[src/common/prosparsity_defines.svh]
// Sizing macros for the product-sparsity front end
// One tile at most PS_ROWS rows deep, rows are PS_SPIKES spikes wide
// PS_NO_WIDTH must hold a popcount of 0 to PS_SPIKES
// PS_IDX_W must index PS_ROWS rows
`ifndef PROSPARSITY_DEFINES_SVH
`define PROSPARSITY_DEFINES_SVH

// Table depth and maximum rows per tile
`define PS_ROWS 16

// Spikes per row
`define PS_SPIKES 8

`define PS_NO_WIDTH 4
`define PS_IDX_W 4

// Idle cycles in collection before a tile is closed
`define PS_TIMEOUT_RST 64

`endif

[src/common/spike_pkg.sv]
// Data types shared by the spike datapath
// Widths follow the sizing macros, so change them there only
`include "prosparsity_defines.svh"

package spike_pkg;

    // Row position inside a tile
    typedef logic [`PS_IDX_W-1:0] row_idx_t;

    // One binary spike row
    typedef logic [`PS_SPIKES-1:0] pattern_t;

    // Number of set spikes in a row
    typedef logic [`PS_NO_WIDTH-1:0] popcnt_t;

endpackage

[src/common/ctrl_pkg.sv]
// Control encodings for the pruner, dispatcher and config block
// Opcode values are visible on the cfg_op port, keep them fixed

package ctrl_pkg;

    typedef enum logic [2:0] {
        DISP_IDLE     = 3'd0,
        DISP_COLLECT  = 3'd1,
        DISP_SORT     = 3'd2,
        DISP_DISPATCH = 3'd3,
        DISP_DONE     = 3'd4
    } disp_state_t;

    typedef enum logic [1:0] {
        PRUNE_IDLE   = 2'd0,
        PRUNE_SEARCH = 2'd1,
        PRUNE_OFFER  = 2'd2
    } prune_state_t;

    typedef enum logic [1:0] {
        CFG_NOP         = 2'd0,
        CFG_SET_TIMEOUT = 2'd1,
        CFG_CLEAR_TILES = 2'd2
    } cfg_op_t;

endpackage

[src/hw/pruner/pruner.sv]
// Finds the prefix row of every incoming spike row within its tile
// One row in flight at a time, spike_ready is high only while idle
// Row i needs i search cycles, so descriptors come out i+1 cycles after accept
// Row indices restart only after spike_last
`timescale 1ns/1ps
`include "prosparsity_defines.svh"

module pruner
    import spike_pkg::*;
    import ctrl_pkg::*;
(
    input  logic         clk,
    input  logic         rst_n,
    input  logic         spike_valid,
    input  pattern_t     spike_row,
    input  logic         spike_last,
    input  logic         row_info_ready,
    output logic         spike_ready,
    output logic         row_info_valid,
    output row_idx_t     row_idx,
    output row_idx_t     row_prefix_id,
    output pattern_t     row_pattern,
    output popcnt_t      row_popcnt,
    output logic         row_last
);

    prune_state_t state;
    prune_state_t next_state;

    // Patterns and popcounts of the rows seen so far in this tile
    pattern_t mem_pat [`PS_ROWS];
    popcnt_t  mem_pc  [`PS_ROWS];

    row_idx_t next_idx;
    row_idx_t scan_idx;
    row_idx_t cur_idx;
    pattern_t cur_pattern;
    popcnt_t  cur_popcnt;
    logic     cur_last;
    row_idx_t best_id;
    popcnt_t  best_pc;
    logic     accept;
    logic     hit;

    function automatic popcnt_t count_ones(input pattern_t p);
        popcnt_t n;
        n = '0;
        for (int b = 0; b < `PS_SPIKES; b++) begin
            n = n + popcnt_t'(p[b]);
        end
        return n;
    endfunction

    assign spike_ready = (state == PRUNE_IDLE);
    assign accept      = spike_valid && spike_ready;

    // Non-empty subset of the current row that beats the best so far
    // Strict compare keeps the lowest index on equal popcounts
    assign hit = (mem_pat[scan_idx] != '0) &&
                 ((mem_pat[scan_idx] & ~cur_pattern) == '0) &&
                 (mem_pc[scan_idx] > best_pc);

    always_comb begin
        next_state = state;
        case (state)
            PRUNE_IDLE: begin
                if (accept) begin
                    next_state = (next_idx == '0) ? PRUNE_OFFER : PRUNE_SEARCH;
                end
            end
            PRUNE_SEARCH: begin
                if (scan_idx == cur_idx - row_idx_t'(1)) begin
                    next_state = PRUNE_OFFER;
                end
            end
            PRUNE_OFFER: begin
                if (row_info_ready) begin
                    next_state = PRUNE_IDLE;
                end
            end
            default: next_state = PRUNE_IDLE;
        endcase
    end

    always_ff @(posedge clk) begin
        if (!rst_n) begin
            state    <= PRUNE_IDLE;
            next_idx <= '0;
        end else begin
            state <= next_state;
            if (state == PRUNE_OFFER && row_info_ready) begin
                next_idx <= cur_last ? '0 : next_idx + row_idx_t'(1);
            end
        end
    end

    always_ff @(posedge clk) begin
        if (accept) begin
            mem_pat[next_idx] <= spike_row;
            mem_pc[next_idx]  <= count_ones(spike_row);
            cur_idx           <= next_idx;
            cur_pattern       <= spike_row;
            cur_popcnt        <= count_ones(spike_row);
            cur_last          <= spike_last;
            scan_idx          <= '0;
            best_id           <= next_idx;
            best_pc           <= '0;
        end else if (state == PRUNE_SEARCH) begin
            if (hit) begin
                best_id <= scan_idx;
                best_pc <= mem_pc[scan_idx];
            end
            scan_idx <= scan_idx + row_idx_t'(1);
        end
    end

    assign row_info_valid = (state == PRUNE_OFFER);
    assign row_idx        = cur_idx;
    assign row_prefix_id  = best_id;
    assign row_pattern    = cur_pattern;
    assign row_popcnt     = cur_popcnt;
    assign row_last       = cur_last;

    // Descriptor must hold while the dispatcher stalls
    a_offer_hold: assert property (@(posedge clk) disable iff (!rst_n)
        row_info_valid && !row_info_ready |=> row_info_valid &&
        $stable(row_idx) && $stable(row_prefix_id) && $stable(row_pattern) &&
        $stable(row_popcnt) && $stable(row_last));

endmodule

[src/hw/dispatcher/dispatcher.sv]
// Collects row descriptors, sorts them and issues one task per row
// Sort key is popcount, then row index, so a prefix always issues first
// Only one tile in flight, descriptors are refused outside collection
// The sort takes one cycle per collected row
`timescale 1ns/1ps
`include "prosparsity_defines.svh"

module dispatcher
    import spike_pkg::*;
    import ctrl_pkg::*;
(
    input  logic        clk,
    input  logic        rst_n,
    input  logic        row_info_valid,
    input  row_idx_t    row_idx,
    input  row_idx_t    row_prefix_id,
    input  pattern_t    row_pattern,
    input  popcnt_t     row_popcnt,
    input  logic        row_last,
    input  logic        proc_ready,
    input  logic [15:0] timeout_limit,
    output logic        row_info_ready,
    output logic        task_valid,
    output row_idx_t    task_row_id,
    output row_idx_t    task_prefix_id,
    output pattern_t    task_pattern,
    output logic        tile_done
);

    disp_state_t state;
    disp_state_t next_state;

    // Product sparsity table, indexed by row
    row_idx_t pst_prefix  [`PS_ROWS];
    pattern_t pst_pattern [`PS_ROWS];

    // Sort array, filled in collection order
    row_idx_t sort_row [`PS_ROWS];
    popcnt_t  sort_pc  [`PS_ROWS];

    logic [`PS_IDX_W:0] collect_count;
    logic [`PS_IDX_W:0] last_pos;
    logic [15:0]        idle_cnt;
    row_idx_t           sort_pos;
    row_idx_t           disp_pos;
    logic               accept;

    row_idx_t min_idx;
    popcnt_t  min_pc;
    row_idx_t min_row;

    assign row_info_ready = (state == DISP_IDLE) || (state == DISP_COLLECT);
    assign accept         = row_info_valid && row_info_ready;
    assign last_pos       = collect_count - 1'b1;

    // Smallest (popcount, row) over the unsorted tail
    always_comb begin
        min_idx = sort_pos;
        min_pc  = sort_pc[sort_pos];
        min_row = sort_row[sort_pos];
        for (int k = 0; k < `PS_ROWS; k++) begin
            if (k > int'(sort_pos) && k < int'(collect_count)) begin
                if (sort_pc[k] < min_pc ||
                    (sort_pc[k] == min_pc && sort_row[k] < min_row)) begin
                    min_idx = row_idx_t'(k);
                    min_pc  = sort_pc[k];
                    min_row = sort_row[k];
                end
            end
        end
    end

    always_comb begin
        next_state = state;
        case (state)
            DISP_IDLE, DISP_COLLECT: begin
                if (accept && (row_last || collect_count == `PS_ROWS - 1)) begin
                    next_state = DISP_SORT;
                end else if (accept) begin
                    next_state = DISP_COLLECT;
                end else if (state == DISP_COLLECT && idle_cnt >= timeout_limit) begin
                    next_state = DISP_SORT;
                end
            end
            DISP_SORT: begin
                if ({1'b0, sort_pos} == last_pos) begin
                    next_state = DISP_DISPATCH;
                end
            end
            DISP_DISPATCH: begin
                if (proc_ready && {1'b0, disp_pos} == last_pos) begin
                    next_state = DISP_DONE;
                end
            end
            default: next_state = DISP_IDLE;
        endcase
    end

    always_ff @(posedge clk) begin
        if (!rst_n) begin
            state         <= DISP_IDLE;
            collect_count <= '0;
            idle_cnt      <= '0;
            sort_pos      <= '0;
            disp_pos      <= '0;
        end else begin
            state <= next_state;
            case (state)
                DISP_IDLE, DISP_COLLECT: begin
                    if (accept) begin
                        collect_count <= collect_count + 1'b1;
                        idle_cnt      <= '0;
                    end else if (state == DISP_COLLECT) begin
                        idle_cnt <= idle_cnt + 16'd1;
                    end
                end
                DISP_SORT: begin
                    sort_pos <= (next_state == DISP_DISPATCH) ? '0 : sort_pos + row_idx_t'(1);
                end
                DISP_DISPATCH: begin
                    if (proc_ready) begin
                        disp_pos <= (next_state == DISP_DONE) ? '0 : disp_pos + row_idx_t'(1);
                    end
                end
                default: begin
                    collect_count <= '0;
                    idle_cnt      <= '0;
                end
            endcase
        end
    end

    always_ff @(posedge clk) begin
        if (accept) begin
            pst_prefix[row_idx]                        <= row_prefix_id;
            pst_pattern[row_idx]                       <= row_pattern;
            sort_row[collect_count[`PS_IDX_W-1:0]]     <= row_idx;
            sort_pc[collect_count[`PS_IDX_W-1:0]]      <= row_popcnt;
        end else if (state == DISP_SORT) begin
            // Swap the minimum into place, harmless when it is already there
            sort_pc[min_idx]   <= sort_pc[sort_pos];
            sort_row[min_idx]  <= sort_row[sort_pos];
            sort_pc[sort_pos]  <= min_pc;
            sort_row[sort_pos] <= min_row;
        end
    end

    assign task_valid     = (state == DISP_DISPATCH) && proc_ready;
    assign task_row_id    = sort_row[disp_pos];
    assign task_prefix_id = pst_prefix[sort_row[disp_pos]];
    assign task_pattern   = pst_pattern[sort_row[disp_pos]];
    assign tile_done      = (state == DISP_DONE);

    a_task_in_dispatch: assert property (@(posedge clk) disable iff (!rst_n)
        task_valid |-> state == DISP_DISPATCH && {1'b0, disp_pos} < collect_count);

    a_collect_bound: assert property (@(posedge clk) disable iff (!rst_n)
        collect_count <= `PS_ROWS);

endmodule

[src/hw/dispatcher/dispatch_cfg.sv]
// Holds the collection timeout and counts finished tiles
// The tile counter wraps at 16 bits
// A clear in the same cycle as tile_done leaves a count of one
`timescale 1ns/1ps
`include "prosparsity_defines.svh"

module dispatch_cfg
    import ctrl_pkg::*;
(
    input  logic        clk,
    input  logic        rst_n,
    input  logic        cfg_write,
    input  cfg_op_t     cfg_op,
    input  logic [15:0] cfg_data,
    input  logic        tile_done,
    output logic [15:0] timeout_limit,
    output logic [15:0] tile_count
);

    logic clear_tiles;

    assign clear_tiles = cfg_write && (cfg_op == CFG_CLEAR_TILES);

    always_ff @(posedge clk) begin
        if (!rst_n) begin
            timeout_limit <= 16'(`PS_TIMEOUT_RST);
        end else if (cfg_write && cfg_op == CFG_SET_TIMEOUT) begin
            timeout_limit <= cfg_data;
        end
    end

    always_ff @(posedge clk) begin
        if (!rst_n) begin
            tile_count <= '0;
        end else if (clear_tiles) begin
            tile_count <= tile_done ? 16'd1 : 16'd0;
        end else if (tile_done) begin
            tile_count <= tile_count + 16'd1;
        end
    end

endmodule

[src/hw/prosparsity_top.sv]
// Product-sparsity front end, pruner feeding the dispatcher
// Latency varies with tile contents, tile_done marks the end of a tile
// One tile is handled at a time
`timescale 1ns/1ps

module prosparsity_top
    import spike_pkg::*;
    import ctrl_pkg::*;
(
    input  logic        clk,
    input  logic        rst_n,
    input  logic        spike_valid,
    input  pattern_t    spike_row,
    input  logic        spike_last,
    input  logic        proc_ready,
    input  logic        cfg_write,
    input  cfg_op_t     cfg_op,
    input  logic [15:0] cfg_data,
    output logic        spike_ready,
    output logic        task_valid,
    output row_idx_t    task_row_id,
    output row_idx_t    task_prefix_id,
    output pattern_t    task_pattern,
    output logic        tile_done,
    output logic [15:0] tile_count
);

    // Descriptor channel between pruner and dispatcher
    logic        row_info_valid;
    logic        row_info_ready;
    row_idx_t    row_idx;
    row_idx_t    row_prefix_id;
    pattern_t    row_pattern;
    popcnt_t     row_popcnt;
    logic        row_last;
    logic [15:0] timeout_limit;

    pruner u_pruner (
        .clk            (clk),
        .rst_n          (rst_n),
        .spike_valid    (spike_valid),
        .spike_row      (spike_row),
        .spike_last     (spike_last),
        .row_info_ready (row_info_ready),
        .spike_ready    (spike_ready),
        .row_info_valid (row_info_valid),
        .row_idx        (row_idx),
        .row_prefix_id  (row_prefix_id),
        .row_pattern    (row_pattern),
        .row_popcnt     (row_popcnt),
        .row_last       (row_last)
    );

    dispatcher u_dispatcher (
        .clk            (clk),
        .rst_n          (rst_n),
        .row_info_valid (row_info_valid),
        .row_idx        (row_idx),
        .row_prefix_id  (row_prefix_id),
        .row_pattern    (row_pattern),
        .row_popcnt     (row_popcnt),
        .row_last       (row_last),
        .proc_ready     (proc_ready),
        .timeout_limit  (timeout_limit),
        .row_info_ready (row_info_ready),
        .task_valid     (task_valid),
        .task_row_id    (task_row_id),
        .task_prefix_id (task_prefix_id),
        .task_pattern   (task_pattern),
        .tile_done      (tile_done)
    );

    dispatch_cfg u_dispatch_cfg (
        .clk           (clk),
        .rst_n         (rst_n),
        .cfg_write     (cfg_write),
        .cfg_op        (cfg_op),
        .cfg_data      (cfg_data),
        .tile_done     (tile_done),
        .timeout_limit (timeout_limit),
        .tile_count    (tile_count)
    );

endmodule

[config.mk]
export PLATFORM = sky130hd
export DESIGN_NAME = prosparsity_top
export DESIGN_NICKNAME = d
export VERILOG_FILES = /design/src/common/spike_pkg.sv /design/src/common/ctrl_pkg.sv /design/src/hw/pruner/pruner.sv /design/src/hw/dispatcher/dispatcher.sv /design/src/hw/dispatcher/dispatch_cfg.sv /design/src/hw/prosparsity_top.sv
export VERILOG_INCLUDE_DIRS = /design/src /design/src/common
export SDC_FILE = /design/constraint.sdc
export NUM_CORES = 1
export LEC_CHECK = 0
export ABC_AREA = 1
export BUFFER_PORTS_ARGS = -buffer_cell sky130_fd_sc_hd__buf_4
export CORE_UTILIZATION = 34
export DETAILED_ROUTE_END_ITERATION = 7
export PLACE_DENSITY = 0.47
export SLEW_MARGIN = 25
export SYNTH_ARGS = -nofsm -noshare
export SYNTH_HDL_FRONTEND = slang
export SYNTH_SLANG_ARGS = --single-unit
[constraint.sdc]
create_clock -name clk -period 18.49 [get_ports clk]
set_input_delay 1.849 -clock clk [delete_from_list [all_inputs] [get_ports clk]]
set_output_delay 1.849 -clock clk [all_outputs]
set_load 0.05 [all_outputs]
Word-level counts from Yosys, hierarchy flattened. Memory sizes are Yosys's and may differ from the RTL's. A register that Yosys moved wholly into a read port is not among the register bits. Index checks and enable logic that the tools add are counted. Widths: inputs -> output; s select.

Add/subtract/negate cells: 16. Magnitude comparators: 62. Equal/unequal tests: 34. Mux-type cells: 138. Bitwise operators: 3. Reduce and logical (&&, ||, !) cells: 75.

Operator list (number): $mux 4 (110); $lt 4x4->1 (30); $eq 4x4->1 (16); $mux 16 (4); $logic_and 1x1->1 (40); $lt 4x5->1 const A (8); $add 16x1->16 const B (2); $gt 4x4->1 const A (8); $pmux 16 s2 (1); $add 4x1->4 (6); $lt 3x5->1 const A (4); $logic_or 1x1->1 (17); $add 4x1->4 const B (4); $ge 16x16->1 (1); $gt 3x4->1 const A (4); $mux 3 (5); $eq 4x5->1 (2); $lt 2x5->1 const A (2); $mux 1 (10); $pmux 5 s2 (1); $reduce_and 2->1 (5); $eq 3x2->1 const B (3); $pmux 3 s3 (1); $and 8x8->8 (1); 30 further kinds (43).

Bits in registers: 99. Bits in writable memories: 512. Output and inout port bits: 35. Logic and storage cells: 350. Memories: 6.

Memories: u_dispatcher.pst_pattern (depth 16, width 8, rd ports 1, clocked after Yosys merged registers in 0, wr ports 1, line dispatcher.sv:35) `` pattern_t pst_pattern [`PS_ROWS]; ``; u_pruner.mem_pat (depth 16, width 8, rd ports 1, clocked after Yosys merged registers in 1, wr ports 1, line pruner.sv:31) `` pattern_t mem_pat [`PS_ROWS]; ``; u_dispatcher.pst_prefix (depth 16, width 4, rd ports 1, clocked after Yosys merged registers in 0, wr ports 1, line dispatcher.sv:34) `` row_idx_t pst_prefix [`PS_ROWS]; ``; u_dispatcher.sort_pc (depth 16, width 4, rd ports 16, clocked after Yosys merged registers in 1, wr ports 2, line dispatcher.sv:39) `` popcnt_t sort_pc [`PS_ROWS]; ``; u_dispatcher.sort_row (depth 16, width 4, rd ports 17, clocked after Yosys merged registers in 2, wr ports 2, line dispatcher.sv:38) `` row_idx_t sort_row [`PS_ROWS]; ``; u_pruner.mem_pc (depth 16, width 4, rd ports 1, clocked after Yosys merged registers in 1, wr ports 1, line pruner.sv:32) `` popcnt_t mem_pc [`PS_ROWS]; ``.

Logic depth before layout (Yosys ltp). An unclocked memory read counts as a cell.

Depth after elaboration: 77. Gate-level depth with buffers: 175. Mapped depth without buffers: 159.

Cells and area by module. A second synthesis with hierarchy kept.

Cells, all modules: 3711. Area total of the unflattened synthesis: 33652.3 sq um.

Modules (own cells, without submodules): dispatcher (instances 1, cells each 2594, area each 22300.1 sq um, seq. area each 10410.0 sq um); pruner (instances 1, cells each 911, area each 9905.8 sq um, seq. area each 6756.5 sq um); dispatch_cfg (instances 1, cells each 206, area each 1446.4 sq um, seq. area each 640.6 sq um).

Worst setup path after synthesis. No wires, ideal clock.

Path type: reg-to-reg. From: reg (tool-made name). To: mem u_dispatcher.sort_pc[10][0] in the netlist's numbering (enable). Arrival time: 20.021 ns. Required time: 18.115 ns. Setup slack: -1.905 ns. Stages on the path, launching flop included: 170. Cells stage by stage: dfxtp_1 inv_1 clkbuf_1 buf_1 clkbuf_1 o21ai_0 o221ai_1 o211ai_1 nand2_1 inv_1 ha_1 nand2_1 a2111oi_4 nand2_2 nand2_4 nand2_4 buf_4 nand2_1 (+134 left out) nand2_1 a2111oi_0 nand2_1 nand2_2 nand2_2 clkbuf_4 nand2_1 o21ai_0 ha_1 nand2_1 a2111oi_0 nand2_1 nand2_2 nand2_4 buf_12 a21oi_2 nand3_2 o21bai_1.

RTL lines (line): to (decl) (dispatcher.sv:39).

==> results.tsv <==
metric	value	unit
status	finished with violations	
failing checks	setup timing	
Reg-to-Reg End	u_dispatcher.sort_row[13][1]	
measured slew at the worst slew-check pin	1.322	ns
worst min path class	reg2reg	
IO Pins	67	
maximum clock frequency	53.56	MHz
CTS Hold Buffers Added	0	
EDFF count, synth	533	
via count of the first global-routing pass	25000	
FF+latch count, synth	623	
TNS Setup	-19.45	ns
fin util	0.4304	
Lkg Pwr	0.01618	uW
Clk Latency, worst-skew pair	0.63	ns
DRC Markers	0	
hold depth	2	
antenna cells	0	
htree depth	3	
post-synthesis sequential area ratio	0.5281	
share of cells above drive strength 1	0.2647	
CTS tree	yes	
Total GRT Usage	0.2074	
grt total ovfl	0	
initial antenna violation count	2	
largest net degree at the start of global routing	98	
Yosys warning total	0	
antenna-violating nets left	0	
CP arrival	18.96	ns
first-pass GRT wire length	157400	um
final max-slew violation count	0	
Max stage delay on crit path	0.47	ns
Placement Rows	115	
# setup viols final	256	
Die X-Extent	316.9	um
core area	98280	um2
distinct cell type count after synthesis	69	
Worst Skew	0.02335	ns
Tcrit/Tclk final	1.010	
IO Port Bufs	66	
hold worst-path end	u_pruner.best_pc[0]	
drt first pass iters	5	
RSZ-0062 raised after global routing	true	
Final min period	18.67	ns
layout net count	3970	
vias per cell	5.136	
PnR worst setup slack	-0.1817	ns
First DRT Iteration DRCs	2051	
Cell Area, Synth	33720	um2
root buffer cell	clkbuf_16	
Slew Limit Headroom	0.1184	
Synth Flop Type	edfxtp_1	
Initial Utilization	0.3431	
Reg clk slew, reported paths	0.06	ns
Filler cells	9424	
endpoint class of the critical path	flip-flop	
post-synthesis average cell area	9.765	um2
clk sinks	623	
reg2reg path depth	150	
sequential cell area	17820	um2
Setup Crit Path Kind	reg2reg	
final wirelength	106700	um
WP data required	18.78	ns
Pwr per Cell Area	144.5	nW/um2
area growth from synthesis to final layout	25.46	%
R2R setup slack	-0.18	ns
post-DP HPWL	71420	um
worst vdd ir	0.08142	mV
Hold Slack	0.4521	ns
syn_nets	3613	
hold path startpoint	u_pruner.best_pc[0]	
Fin. Hold Viols	0	
peak fanout along the critical path	8	
asr flop ratio synth	0	
Multi-input gate area	15330	um2
die footprint	100400	um2
Max-Cap Viols	0	
vias	26460	
CTS max path bufs	3	
chip height	316.9	um
TritonCTS Buffers	70	
Routability Congestion	0.9019	
wire per inst	20.71	um
Startpoint Class	flip-flop	
synthesized instance count	3453	
Worst path slowest cell	dfxtp_4	
## power by group
part / switching, uW / internal [uW] / leakage (uW)
Clock: 588 / 823 / 0.00113
Sequential: 70.8 / 1640 / 0.00556
Combinational: 1780 / 1210 / 0.00949
## sequential cells by signal, indices dropped and copies added, names as in the netlist, 5 cells and up, named ones only
register / flops
u_dispatcher.pst_pattern: 128
u_pruner.mem_pat: 128
u_dispatcher.pst_prefix: 64
u_dispatcher.sort_pc: 64
u_dispatcher.sort_row: 64
u_pruner.mem_pc: 64
u_dispatch_cfg.tile_count: 16
u_dispatch_cfg.timeout_limit: 16
u_dispatcher.idle_cnt: 16
u_pruner.row_pattern: 8
u_dispatcher.collect_count: 5
## area by class of cell
class	count	area share
tap	1287	0.03807
sequential	623	0.4212
multi-input combinational	2330	0.3625
clock inverter	39	0.01023
timing repair buffer	445	0.09199
clock buffer	88	0.04425
inverter	340	0.03174
## stage by stage
step	instance area, um2	std cells	total power [uW]	setup WS [ns]
2_1_floorplan	34150	3453	3354	-0.4398
3_3_place_gp	37750	4951	4318	-0.2071
3_5_place_dp	37750	4951	4317	-0.4542
4_1_cts	40600	5099	5807	-0.004608
5_1_grt	42300	5152	6490	-1.417
6_report	42300	5152	6114	-0.1817
## critical path: cells and delay by family (launching register included)
kind	cells	cell delay [ns]
simple gates	86	8.01
flops	1	0.47
fa+ha+maj	15	3.82
compound gates	26	3.77
buf+inv	23	2.15
## cells in the mapped netlist, types with 78 or more instances
master,instances,area [um2]
a21oi_2,78,683.2
nand2_1,488,1832
inv_1,314,1179
o21ai_0,338,1692
nor2_1,296,1111
clkbuf_1,98,367.9
dfxtp_1,90,1802
o211ai_1,94,705.7
nand3_1,187,935.9
edfxtp_1,533,16010
ha_1,124,1551
a21oi_1,264,1321
## worst max path at each step
stage / startpoint / end / cells after the start
2_1_floorplan: flip-flop / u_dispatcher.sort_pc[10][0] / 168
3_3_place_gp: flip-flop / u_dispatcher.sort_row[5][1] / 148
3_5_place_dp: flip-flop / u_dispatcher.sort_pc[5][0] / 149
4_1_cts: flip-flop / u_dispatcher.sort_row[14][0] / 150
5_1_grt: flip-flop / u_dispatcher.sort_row[13][1] / 151
6_report: flip-flop / u_dispatcher.sort_row[13][1] / 150
## kinds of logic (layout without fill, tap and decap cells)
kind of cell | Yosys count | after routing | share of synthesized area
AO/OA/AOI/OAI | 963 | 963 | 0.1748
XOR/XNOR | 19 | 19 | 0.004935
adder cells (fa/ha/maj) | 128 | 128 | 0.04839
buffers and inverters | 509 | 912 | 0.07147
flip-flops | 623 | 623 | 0.5281
multiplexers | 73 | 73 | 0.02167
AND/OR/NAND/NOR | 1138 | 1147 | 0.1506
## layout by cell type (no fill, tap or decap), types with 20 or more instances in the layout
cell | Yosys | routed
o21ai_4 | 8 | 26
ha_1 | 124 | 99
o21ai_1 | 52 | 75
nand3_2 | 6 | 20
nand2_2 | 50 | 81
inv_2 | 16 | 24
nor2_1 | 296 | 285
a21oi_1 | 264 | 257
buf_12 | 3 | 29
dfxtp_1 | 90 | 85
o211ai_1 | 94 | 94
nor3_1 | 37 | 32
nand2_1 | 488 | 418
buf_4 | 5 | 393
edfxtp_1 | 533 | 533
nor2_2 | 11 | 21
nand3_1 | 187 | 167
clkbuf_16 | 0 | 75
mux2i_1 | 73 | 73
ha_4 | 0 | 23
o21ai_0 | 338 | 255
nand2_4 | 27 | 59
o221ai_1 | 42 | 36
o21ai_2 | 10 | 52
inv_1 | 314 | 303
a21oi_2 | 78 | 81
## repair_timing
item | 4_1_cts | 5_1_grt
pin swaps | 44 | 165
setup endpoints to repair | 256 | 256
gates cloned | 4 | 11
gates resized for setup | 73 | 286
setup buffers | 17 | 43
## layer usage
metal,track usage,part of all wire,up-vias
li1,-,-,12970
met1,0.2954,0.47,12710
met2,0.3297,0.46,646
met3,0.02752,0.054,129
met4,0.05649,0.020,0
met5,0,0,-
No activity file was read; power rests on OpenSTA's default activity.
